### src/design/tqv_periph_macros.svh
/*
 * Peripheral address map and sizing
 * Slot and pin counts, GPIO register offsets and address field positions
 */

`ifndef TQV_PERIPH_MACROS_SVH
`define TQV_PERIPH_MACROS_SVH

// Sizing
`define TQV_NUM_SLOTS       16
`define TQV_NUM_PINS        8

// User peripheral index of the GPIO block
`define TQV_PERI_GPIO       1

// GPIO register offsets
`define TQV_GPIO_OUT_OFS    6'h00
`define TQV_GPIO_IN_OFS     6'h04
// One word per pin from here on
`define TQV_FUNC_SEL_BASE   6'h20

// Set for the byte-only slots
`define TQV_SIMPLE_BIT      10

// Address fields
`define TQV_USER_IDX_HI     9
`define TQV_USER_IDX_LO     6
`define TQV_SLOT_IDX_HI     7
`define TQV_SLOT_IDX_LO     4
`define TQV_REG_OFS_HI      5
`define TQV_REG_OFS_LO      0

`endif

### src/design/tqv_periph_pkg.sv
/*
 * Peripheral bus package
 * Shared types for bus words, access size codes, slot indices and pin functions
 */

`default_nettype none

package tqv_periph_pkg;

    // 32-bit bus data word
    typedef logic [31:0] word_t;

    // Pin vector or byte slot register
    typedef logic [7:0] byte_t;

    // Active-low size codes from the core, all ones means idle
    typedef enum logic [1:0] {
        ACC_BYTE = 2'b00,
        ACC_HALF = 2'b01,
        ACC_WORD = 2'b10,
        ACC_NONE = 2'b11
    } access_t;

    // Peripheral address as seen by this block
    typedef logic [10:0] addr_t;

    // Index of a user peripheral or byte slot
    typedef logic [3:0] slot_idx_t;

    // Output pin function
    // is_slot picks a byte slot, otherwise idx names a user peripheral
    typedef struct packed {
        logic      is_slot;
        slot_idx_t idx;
    } func_sel_t;

endpackage : tqv_periph_pkg

`default_nettype wire

### src/design/tqv_bus_ctrl.sv
/*
 * Peripheral bus controller
 * Decodes the address into write strobes, muxes the read source and holds
 * the registered read data until the core reports the read complete
 */

`default_nettype none

`include "tqv_periph_macros.svh"

module tqv_bus_ctrl (
    input  wire                      clk,
    input  wire                      rst_n,
    input  tqv_periph_pkg::addr_t    i_addr,
    input  tqv_periph_pkg::access_t  i_data_write_n,
    input  tqv_periph_pkg::access_t  i_data_read_n,
    input  wire                      i_data_read_complete,
    input  tqv_periph_pkg::word_t    i_gpio_rdata,
    input  tqv_periph_pkg::byte_t    i_slot_rdata,
    output logic                     o_gpio_we,
    output logic                     o_slot_we,
    output tqv_periph_pkg::word_t    o_data,
    output logic                     o_data_ready
);

    import tqv_periph_pkg::*;

    logic      is_simple;
    slot_idx_t user_idx;
    logic      write_req;
    logic      read_req;
    logic      capture;
    word_t     periph_rdata;
    logic      hold;
    logic      ready_r;

    assign is_simple = i_addr[`TQV_SIMPLE_BIT];
    assign user_idx  = i_addr[`TQV_USER_IDX_HI:`TQV_USER_IDX_LO];
    assign write_req = (i_data_write_n != ACC_NONE);
    assign read_req  = (i_data_read_n != ACC_NONE);

    // Size is not needed downstream, any write becomes one enable
    assign o_gpio_we = write_req && !is_simple && (user_idx == slot_idx_t'(`TQV_PERI_GPIO));
    assign o_slot_we = write_req && is_simple;

    // Every source answers at once; empty user slots read zero
    always_comb begin
        if (is_simple) begin
            periph_rdata = {24'h0, i_slot_rdata};
        end else if (user_idx == slot_idx_t'(`TQV_PERI_GPIO)) begin
            periph_rdata = i_gpio_rdata;
        end else begin
            periph_rdata = '0;
        end
    end

    // Reads are masked while ready is up so a held request is taken once
    assign capture = read_req && !ready_r && !hold;

    always_ff @(posedge clk) begin
        if (!rst_n) begin
            hold    <= 1'b0;
            ready_r <= 1'b0;
        end else begin
            if (i_data_read_complete) begin
                hold <= 1'b0;
            end
            if (capture) begin
                hold <= 1'b1;
            end
            ready_r <= read_req;
        end
    end

    always_ff @(posedge clk) begin
        if (capture) begin
            o_data <= periph_rdata;
        end
    end

    // Writes complete in the cycle they are issued
    assign o_data_ready = ready_r || write_req;

endmodule : tqv_bus_ctrl

`default_nettype wire

### src/design/tqv_gpio.sv
/*
 * GPIO peripheral
 * Output register, input pin readback and one function select per output pin
 */

`default_nettype none

`include "tqv_periph_macros.svh"

module tqv_gpio (
    input  wire                        clk,
    input  wire                        rst_n,
    input  wire                        i_we,
    input  tqv_periph_pkg::addr_t      i_addr,
    input  tqv_periph_pkg::word_t      i_data,
    input  tqv_periph_pkg::byte_t      i_ui,
    output tqv_periph_pkg::word_t      o_rdata,
    output tqv_periph_pkg::byte_t      o_gpio_out,
    output tqv_periph_pkg::func_sel_t  o_func_sel [`TQV_NUM_PINS]
);

    import tqv_periph_pkg::*;

    localparam int SEL_W = $clog2(`TQV_NUM_PINS);

    localparam func_sel_t FUNC_GPIO = '{is_slot: 1'b0, idx: slot_idx_t'(`TQV_PERI_GPIO)};

    logic [5:0]       reg_ofs;
    logic [5:0]       fsel_rel;
    logic             fsel_hit;
    logic [SEL_W-1:0] fsel_idx;

    assign reg_ofs  = i_addr[`TQV_REG_OFS_HI:`TQV_REG_OFS_LO];
    assign fsel_rel = reg_ofs - `TQV_FUNC_SEL_BASE;

    // Word-aligned slot in the function select window
    assign fsel_hit = (reg_ofs >= `TQV_FUNC_SEL_BASE) && (fsel_rel[1:0] == 2'b00);
    assign fsel_idx = fsel_rel[SEL_W+1:2];

    always_ff @(posedge clk) begin
        if (!rst_n) begin
            o_gpio_out <= '0;
            for (int p = 0; p < `TQV_NUM_PINS; p++) begin
                o_func_sel[p] <= FUNC_GPIO;
            end
        end else if (i_we) begin
            if (reg_ofs == `TQV_GPIO_OUT_OFS) begin
                o_gpio_out <= i_data[7:0];
            end
            if (fsel_hit) begin
                o_func_sel[fsel_idx] <= func_sel_t'(i_data[4:0]);
            end
        end
    end

    // Readback
    always_comb begin
        o_rdata = '0;
        if (reg_ofs == `TQV_GPIO_OUT_OFS) begin
            o_rdata = {24'h0, o_gpio_out};
        end else if (reg_ofs == `TQV_GPIO_IN_OFS) begin
            o_rdata = {24'h0, i_ui};
        end else if (fsel_hit) begin
            o_rdata = {27'h0, o_func_sel[fsel_idx]};
        end
    end

endmodule : tqv_gpio

`default_nettype wire

### src/design/tqv_byte_slots.sv
/*
 * Byte peripheral slot bank
 * One 8-bit register per slot at offset 0, read back and driven onto its pins
 */

`default_nettype none

`include "tqv_periph_macros.svh"

module tqv_byte_slots (
    input  wire                    clk,
    input  wire                    rst_n,
    input  wire                    i_we,
    input  tqv_periph_pkg::addr_t  i_addr,
    input  tqv_periph_pkg::byte_t  i_data,
    output tqv_periph_pkg::byte_t  o_rdata,
    output tqv_periph_pkg::byte_t  o_slot_pins [`TQV_NUM_SLOTS]
);

    import tqv_periph_pkg::*;

    slot_idx_t slot_sel;
    logic      at_reg0;

    assign slot_sel = i_addr[`TQV_SLOT_IDX_HI:`TQV_SLOT_IDX_LO];
    // Offset within the 16-byte slot window
    assign at_reg0  = (i_addr[`TQV_SLOT_IDX_LO-1:0] == '0);

    // Each slot register is its pin vector
    always_ff @(posedge clk) begin
        if (!rst_n) begin
            for (int s = 0; s < `TQV_NUM_SLOTS; s++) begin
                o_slot_pins[s] <= '0;
            end
        end else if (i_we && at_reg0) begin
            o_slot_pins[slot_sel] <= i_data;
        end
    end

    assign o_rdata = at_reg0 ? o_slot_pins[slot_sel] : '0;

endmodule : tqv_byte_slots

`default_nettype wire

### src/design/tqv_pin_router.sv
/*
 * Output pin router
 * Gives each output pin to the GPIO block or a byte slot by its function select
 */

`default_nettype none

`include "tqv_periph_macros.svh"

module tqv_pin_router (
    input  tqv_periph_pkg::func_sel_t  i_func_sel [`TQV_NUM_PINS],
    input  tqv_periph_pkg::byte_t      i_gpio_out,
    input  tqv_periph_pkg::byte_t      i_slot_pins [`TQV_NUM_SLOTS],
    output tqv_periph_pkg::byte_t      o_uo
);

    // Pin p always takes bit p of whichever source it selects
    always_comb begin
        for (int p = 0; p < `TQV_NUM_PINS; p++) begin
            if (i_func_sel[p].is_slot) begin
                o_uo[p] = i_slot_pins[i_func_sel[p].idx][p];
            end else if (i_func_sel[p].idx == 4'(`TQV_PERI_GPIO)) begin
                o_uo[p] = i_gpio_out[p];
            end else begin
                // No other user peripheral drives pins
                o_uo[p] = 1'b0;
            end
        end
    end

endmodule : tqv_pin_router

`default_nettype wire

### src/design/tqv_periph_top.sv
/*
 * Peripheral block top level
 * Bus controller, GPIO, byte slot bank and output pin router
 */

`default_nettype none

`include "tqv_periph_macros.svh"

module tqv_periph_top (
    input  wire                      clk,
    input  wire                      rst_n,
    input  tqv_periph_pkg::byte_t    i_ui,
    output tqv_periph_pkg::byte_t    o_uo,
    input  tqv_periph_pkg::addr_t    i_addr,
    input  tqv_periph_pkg::word_t    i_data,
    input  tqv_periph_pkg::access_t  i_data_write_n,
    input  tqv_periph_pkg::access_t  i_data_read_n,
    input  wire                      i_data_read_complete,
    output tqv_periph_pkg::word_t    o_data,
    output logic                     o_data_ready
);

    import tqv_periph_pkg::*;

    logic      gpio_we;
    logic      slot_we;
    word_t     gpio_rdata;
    byte_t     slot_rdata;
    byte_t     gpio_out;
    func_sel_t func_sel [`TQV_NUM_PINS];
    byte_t     slot_pins [`TQV_NUM_SLOTS];

    tqv_bus_ctrl u_bus_ctrl (
        .clk                  (clk),
        .rst_n                (rst_n),
        .i_addr               (i_addr),
        .i_data_write_n       (i_data_write_n),
        .i_data_read_n        (i_data_read_n),
        .i_data_read_complete (i_data_read_complete),
        .i_gpio_rdata         (gpio_rdata),
        .i_slot_rdata         (slot_rdata),
        .o_gpio_we            (gpio_we),
        .o_slot_we            (slot_we),
        .o_data               (o_data),
        .o_data_ready         (o_data_ready)
    );

    tqv_gpio u_gpio (
        .clk        (clk),
        .rst_n      (rst_n),
        .i_we       (gpio_we),
        .i_addr     (i_addr),
        .i_data     (i_data),
        .i_ui       (i_ui),
        .o_rdata    (gpio_rdata),
        .o_gpio_out (gpio_out),
        .o_func_sel (func_sel)
    );

    // Byte slots only see the low byte of the bus
    tqv_byte_slots u_byte_slots (
        .clk         (clk),
        .rst_n       (rst_n),
        .i_we        (slot_we),
        .i_addr      (i_addr),
        .i_data      (i_data[7:0]),
        .o_rdata     (slot_rdata),
        .o_slot_pins (slot_pins)
    );

    tqv_pin_router u_pin_router (
        .i_func_sel  (func_sel),
        .i_gpio_out  (gpio_out),
        .i_slot_pins (slot_pins),
        .o_uo        (o_uo)
    );

endmodule : tqv_periph_top

`default_nettype wire

### config.mk
export PLATFORM = sky130hd
export DESIGN_NAME = tqv_periph_top
export DESIGN_NICKNAME = d
export VERILOG_FILES = /design/src/design/tqv_periph_pkg.sv /design/src/design/tqv_bus_ctrl.sv /design/src/design/tqv_gpio.sv /design/src/design/tqv_byte_slots.sv /design/src/design/tqv_pin_router.sv /design/src/design/tqv_periph_top.sv
export VERILOG_INCLUDE_DIRS = /design/src /design/src/design
export SDC_FILE = /design/constraint.sdc
export NUM_CORES = 1
export LEC_CHECK = 0
export BUFFER_PORTS_ARGS = -buffer_cell sky130_fd_sc_hd__buf_4
export CORE_ASPECT_RATIO = 0.8
export CORE_MARGIN = 2
export CORE_UTILIZATION = 45
export CTS_CLUSTER_DIAMETER = 80
export DETAILED_ROUTE_END_ITERATION = 7
export SYNTH_ARGS = -nofsm -noshare
export SYNTH_HDL_FRONTEND = slang
export SYNTH_SLANG_ARGS = --single-unit
### constraint.sdc
create_clock -name clk -period 3.6 [get_ports clk]
set_input_delay 0.36 -clock clk [delete_from_list [all_inputs] [get_ports clk]]
set_output_delay 0.36 -clock clk [all_outputs]
set_load 0.03 [all_outputs]
==> results.json, run 1 <==
{
  "status": "complete, no violations",
  "ys_ff_latch": 186,
  "finalNetCount": 1108,
  "setup_viol": 0,
  "rr_startpoint": "u_byte_slots.o_slot_pins[75]",
  "skew_ns": 0.00995,
  "clockBufferDepth": 2,
  "tightest_slew_ns": 1.18,
  "clk_pin_slew_ns": 0.07,
  "yosysMostFrequentCell": "dfxtp_1",
  "drt_iter0_markers": 1222,
  "die_h_um": 138,
  "wl_per_cell_um": 23.2,
  "synth.distinct_cells": 54,
  "cap_violations": 0,
  "portBuffers": 50,
  "wl_mm": 31.7,
  "critPathCaptureType": "output pin",
  "worstHoldEndpoint": "u_bus_ctrl.ready_r",
  "slew_viol_final": 0,
  "fmax_mhz": 347,
  "antenna_found_initial": 1,
  "timing.setup.tns_ns": 0,
  "yosysTopAreaCell": "dfxtp_1",
  "row_count": 49,
  "cts_tree": "done",
  "cts_resized": 0,
  "initial_core_util": 0.456,
  "path_max_fanout": 7,
  "ios": 99,
  "yosysSeqAreaShare": 0.374,
  "synth_cells": 1052,
  "clockRootBuffer": "clkbuf_16",
  "grt_pass1_vias": 7770,
  "diodes": 0,
  "rsz0062_at_grt": "false",
  "clock_latency_ns": 0.44,
  "areaGrowthSynthToFinish_pct": 9.68,
  "drc": 0,
  "gp_congestion": 0.871,
  "yosys-top-cells-area": "dfxtp_1 35%, mux4_2 14%, mux2i_1 11%",
  "r2r-end": "u_bus_ctrl.o_data[3]",
  "routed_via_density": 6.20,
  "crit_chain": "mux4_2 -> mux2_2 -> a211oi_1 -> a31oi_1 -> buf_4",
  "report.final.hold_viol_count": 0,
  "ant_nets": 0,
  "required_ns": 3.24,
  "dr.pass1.iters": 8,
  "avgSynthCellArea_um2": 9.67,
  "slowest_delay_ns": 0.64,
  "cts_made_buffers": 17,
  "ys_async_sr_fraction": 0,
  "cts_hold_buffers": 0,
  "dieArea_um2": 23800,
  "r2r_slack_ns": 1.51,
  "yosysTopAreaCellShare": 0.350,
  "hold_path_depth": 2,
  "die_w_um": 172,
  "arrival_ns": 2.52,
  "hold_start": "i_data_read_n[1]",
  "synth_common_cells": "178 x dfxtp_1, 115 x mux2i_1, 108 x nand2_1, 80 x a21oi_1, 80 x nand3_1",
  "hpwl_mm": 22.3,
  "power_leakage_uw": 0.00391,
  "ys.flop_type": "dfxtp_1",
  "seqCellArea_um2": 3800,
  "hp-class": "in2reg",
  "post-cts-setup-buffer-count": 0,
  "grt_max_degree": 53,
  "core_area_um2": 22300,
  "synth_area_um2": 10200,
  "grt_overflow": 0,
  "grt_use_total": 0.271,
  "drive_above_1_share": 0.190,
  "p_per_area_nw_per_um2": 383,
  "dr_total_vias": 8490,
  "synth_warnings": 0,
  "utilization": 0.500,
  "htreeDepth": 4,
  "path_class": "reg2out",
  "cts.sinks": 186,
  "r2r_cells": 4,
  "ir_drop_v": 0.000330,
  "fillCellCount": 2081,
  "grt_pass1_wl_mm": 48.6,
  "multi_input_area_um2": 5810,
  "start_kind": "flip-flop",
  "synth_edf_count": 8,
  "period_share": 0.800,
  "crit_path_top_delay_cell": "dfxtp_1",
  "min_period_ns": 2.88,
  "slew_headroom": 0.210
}
[final cells by class]
class	count	area share
multi-input combinational	758	0.521
sequential	186	0.341
timing repair buffer	72	0.0484
clock buffer	22	0.0434
tap	306	0.0343
clock inverter	10	0.00718
inverter	15	0.00516
[power by group]
part	total [µW]	leakage (µW)	switching (µW)	internal, µW
sequential	2080	0.00151	3.49	2080
clock	1850	0.000284	879	972
combinational	341	0.00212	257	84.0
total	4270	0.00391	1140	3140
[metal layers]
| metal | vias up | track usage | wire length, µm |
|---|---|---|---|
| li1 | 3871 | - | - |
| met1 | 4196 | 0.423 | 14900 |
| met2 | 379 | 0.377 | 13500 |
| met3 | 42 | 0.0555 | 2750 |
| met4 | 2 | 0.0730 | 518 |
| met5 | - | 0 | 12 |
[worst max-delay path: cells and delay by family, from the launching register on]
kind / cells / cell delay [ns]
buffers and inverters: 1 / 0.18
AO/OA/AOI/OAI: 2 / 0.34
multiplexers: 2 / 0.91
flip-flops: 1 / 0.64
[worst max-delay path by stage]
stage / start / to / slack [ns]
final: u_gpio.o_func_sel[0] / o_uo[7] / 0.72
after global routing: u_gpio.o_func_sel[0] / o_uo[7] / 0.60
after CTS: u_gpio.o_func_sel[0] / o_uo[7] / 0.76
after detailed placement: i_addr[5] / u_bus_ctrl.o_data[3] / 0.92
after global placement: i_addr[5] / u_bus_ctrl.o_data[3] / 0.93
after floorplan: u_gpio.o_func_sel[25] / o_uo[2] / 1.34
[sequential cells by signal, summed over array words and instances (netlist names)]
signal and cells:
u_gpio.o_gpio_out 8, u_bus_ctrl.o_data 8, u_bus_ctrl.hold 1, u_gpio.o_func_sel 40, u_bus_ctrl.ready_r 1, u_byte_slots.o_slot_pins 128
[cell families after synthesis]
logic type / share of synthesized area
AOI/OAI and AO/OA: 0.116
buffers and inverters: 0.0641
DFF: 0.374
muxes: 0.271
other: 0.000369
and+or+nand+nor: 0.174
[through the flow]
stage          hold slack (ns)  area [µm²]  total power (µW)  cells  setup slack, ns
3_3_place_gp             0.454       10600              2460   1337            0.927
6_report                0.0985       11200              4270   1369            0.719
5_1_grt                  0.117       11200              4380   1369            0.598
4_1_cts                 0.0959       11200              4280   1369            0.758
2_1_floorplan            0.441       10300              2380   1075             1.34
3_5_place_dp             0.464       10600              2470   1337            0.918
[layout by cell type, fill, tap and decap left out, types with 3 or more instances in the layout]
| cell | count |
|---|---|
| dfxtp_1 | 178 |
| mux2i_1 | 115 |
| nand2_1 | 108 |
| a21oi_1 | 80 |
| nand3_1 | 80 |
| buf_4 | 72 |
| mux4_2 | 64 |
| nor2_1 | 50 |
| o21ai_0 | 50 |
| nand4_1 | 39 |
| conb_1 | 24 |
| o31ai_1 | 20 |
| clkbuf_16 | 17 |
| mux2_2 | 15 |
| inv_1 | 14 |
| a22oi_1 | 14 |
| o211ai_1 | 11 |
| nor2b_1 | 9 |
| a211oi_1 | 8 |
| and3_1 | 8 |
| edfxtp_1 | 8 |
| nand2b_1 | 6 |
| a31oi_1 | 6 |
| nor3_4 | 5 |
| and4_1 | 4 |
| nand3b_1 | 4 |
| a41oi_1 | 4 |
| nor2_2 | 4 |
| clkbuf_8 | 4 |
| nor3_1 | 3 |
| o311ai_0 | 3 |
| clkinv_2 | 3 |
| inv_6 | 3 |
| clkinv_4 | 3 |
Note: power is estimated with default switching activity, not from simulation.
==> run 2, diff against run 1 <==
--- a/config.mk
+++ b/config.mk
@@ -12,6 +12,7 @@
 export CORE_UTILIZATION = 45
 export CTS_CLUSTER_DIAMETER = 80
 export DETAILED_ROUTE_END_ITERATION = 7
+export PLACE_DENSITY = 0.66
 export SYNTH_ARGS = -nofsm -noshare
 export SYNTH_HDL_FRONTEND = slang
 export SYNTH_SLANG_ARGS = --single-unit
==> constraint.sdc (replaced) <==
create_clock -name clk -period 2.5 [get_ports clk]
set_input_delay 0.25 -clock clk [delete_from_list [all_inputs] [get_ports clk]]
set_output_delay 0.25 -clock clk [all_outputs]
set_load 0.03 [all_outputs]
==> run 2 against run 1 <==
Compared with the run above:
- core utilization is 1.8 points higher
- non-clock buffer count is 43 higher
- sequential cell count stayed put
- highest routed layer is now met4
- clock power is 49% higher
- sequential share of layout area is 0.96 points lower
- clock skew is 0.0034 ns lower
- final area is 3.6% higher
==> results.json, run 2 (same netlist as run 1, synthesis figures left out) <==
{
  "routed_via_density": 6.18,
  "dieArea_um2": 23800,
  "hpwl_mm": 22.6,
  "finalNetCount": 1151,
  "required_ns": 2.25,
  "top_regs": "u_byte_slots.o_slot_pins x128, u_gpio.o_func_sel x40",
  "fillCellCount": 2039,
  "p_per_area_nw_per_um2": 542,
  "postLayoutCellArea_um2": 11600,
  "start_kind": "flip-flop",
  "drive_above_1_share": 0.227,
  "grt_use_total": 0.268,
  "drc": 0,
  "antenna_found_initial": 0,
  "slew_headroom": 0.581,
  "seqCellArea_um2": 3830,
  "cts_made_buffers": 17,
  "die_h_um": 138,
  "rsz0062_at_grt": "false",
  "grtUsageMet2": 0.367,
  "initial_core_util": 0.456,
  "die_w_um": 172,
  "clockRootBuffer": "clkbuf_16",
  "htreeDepth": 4,
  "ios": 99,
  "place_area_um2": 10900,
  "wl_mm": 31.5,
  "path_class": "reg2out",
  "cap_violations": 0,
  "fmax_mhz": 407,
  "crit_chain": "mux4_2 -> mux2_2 -> a211oi_1 -> a31oi_1 -> buf_4",
  "setup_viol": 0,
  "most-common-layout-cells": "168 x dfxtp_1, 115 x mux2i_1, 110 x buf_4",
  "cts_tree": "done",
  "r2r_cells": 5,
  "tightest_slew_ns": 0.624,
  "diodes": 0,
  "dp.cells": 1378,
  "largest_reg_flops": 128,
  "grt_pass1_wl_mm": 48.0,
  "row_count": 49,
  "period_share": 0.983,
  "use_met1": 0.415,
  "multi_input_area_um2": 5800,
  "clockBufferDepth": 2,
  "report.final.hold_viol_count": 0,
  "grt_overflow": 0,
  "met3_usage": 0.0699,
  "clock_latency_ns": 0.44,
  "grt_pass1_vias": 7941,
  "hold_path_depth": 4,
  "cts.sinks": 186,
  "wl_per_cell_um": 22.4,
  "timing.setup.tns_ns": 0,
  "hp-class": "in2reg",
  "areaGrowthSynthToFinish_pct": 13.6,
  "dr.pass1.iters": 8,
  "layout_commonest_cell": "dfxtp_1",
  "status": "complete, no violations",
  "power_leakage_uw": 0.00414,
  "arrival_ns": 2.21,
  "critPathCaptureType": "output pin",
  "crit_path_top_delay_cell": "mux4_2",
  "portBuffers": 50,
  "dr_total_vias": 8708,
  "skew_ns": 0.00657,
  "grt_max_degree": 81,
  "core_area_um2": 22300,
  "min_period_ns": 2.46,
  "drt_iter0_markers": 1256,
  "path_max_fanout": 3,
  "gp_congestion": 0.925,
  "slew_viol_final": 0,
  "clk_pin_slew_ns": 0.07,
  "slowest_delay_ns": 0.57,
  "stdcell_count": 1410,
  "ant_nets": 0,
  "regMostFlops": "u_byte_slots.o_slot_pins",
  "ir_drop_v": 0.000494,
  "gr-max-usage-layer": "met1"
}
-- run 2: report_power, final --
group	total, µW	switching [µW]	leakage (µW)	internal (µW)
clock network	2760	1250	0.000281	1510
registers	2990	4.99	0.00151	2990
logic	511	370	0.00234	141
total	6260	1630	0.00414	4640
-- run 2: worst paths after layout --
| check | endpoint | slack [ns] | start |
|---|---|---|---|
| hold / removal | u_bus_ctrl.hold | 0.11 | i_data_read_complete |
| setup reg to reg | u_bus_ctrl.o_data[3] | 0.46 | u_byte_slots.o_slot_pins[115] |
| hold reg to reg | u_byte_slots.o_slot_pins[72] | 0.47 | u_byte_slots.o_slot_pins[72] |
| setup / recovery | o_uo[7] | 0.04 | u_gpio.o_func_sel[0] |
-- run 2: timing repair --
item                                    CTS  global route
pin swaps                                 0             0
gates cloned                              0             0
resized for setup                         5            11
setup buffers                             0             0
endpoints found under the setup margin    5             7
hold buffers                              2             0
hold endpoints to repair                  1             0
-- run 2: worst max-delay path, delay by kind of cell, from the launching register on --
family	cells	cell delay (ns)
buf+inv	1	0.18
flops	1	0.40
mux	2	0.87
compound gates	2	0.33
-- run 2: routing by layer --
layer	vias up	wire length (µm)
met4	0	589
met1	4242	14200
li1	3946	-
met2	472	13200
met3	48	3530
met5	-	0
-- run 2: final cells by class --
cell class                      instances  area share
Inverter                               15     0.00498
Clock inverter                         12      0.0121
Timing Repair Buffer                  115      0.0784
Multi-Input combinational cell        758       0.502
Sequential cell                       186       0.331
Tap cell                              306      0.0331
Clock buffer                           18      0.0380
-- run 2: metrics by stage --
step | hold WS, ns | worst slack, ns | util | total power [µW]
floorplan | 0.342 | 0.346 | - | 3420
global placement | 0.439 | 0.270 | 0.490 | 3560
detailed placement | 0.446 | 0.236 | 0.490 | 3560
CTS | 0.105 | 0.0112 | 0.517 | 6270
global route | 0.142 | 0.00198 | 0.518 | 6420
finish | 0.105 | 0.0436 | 0.518 | 6260
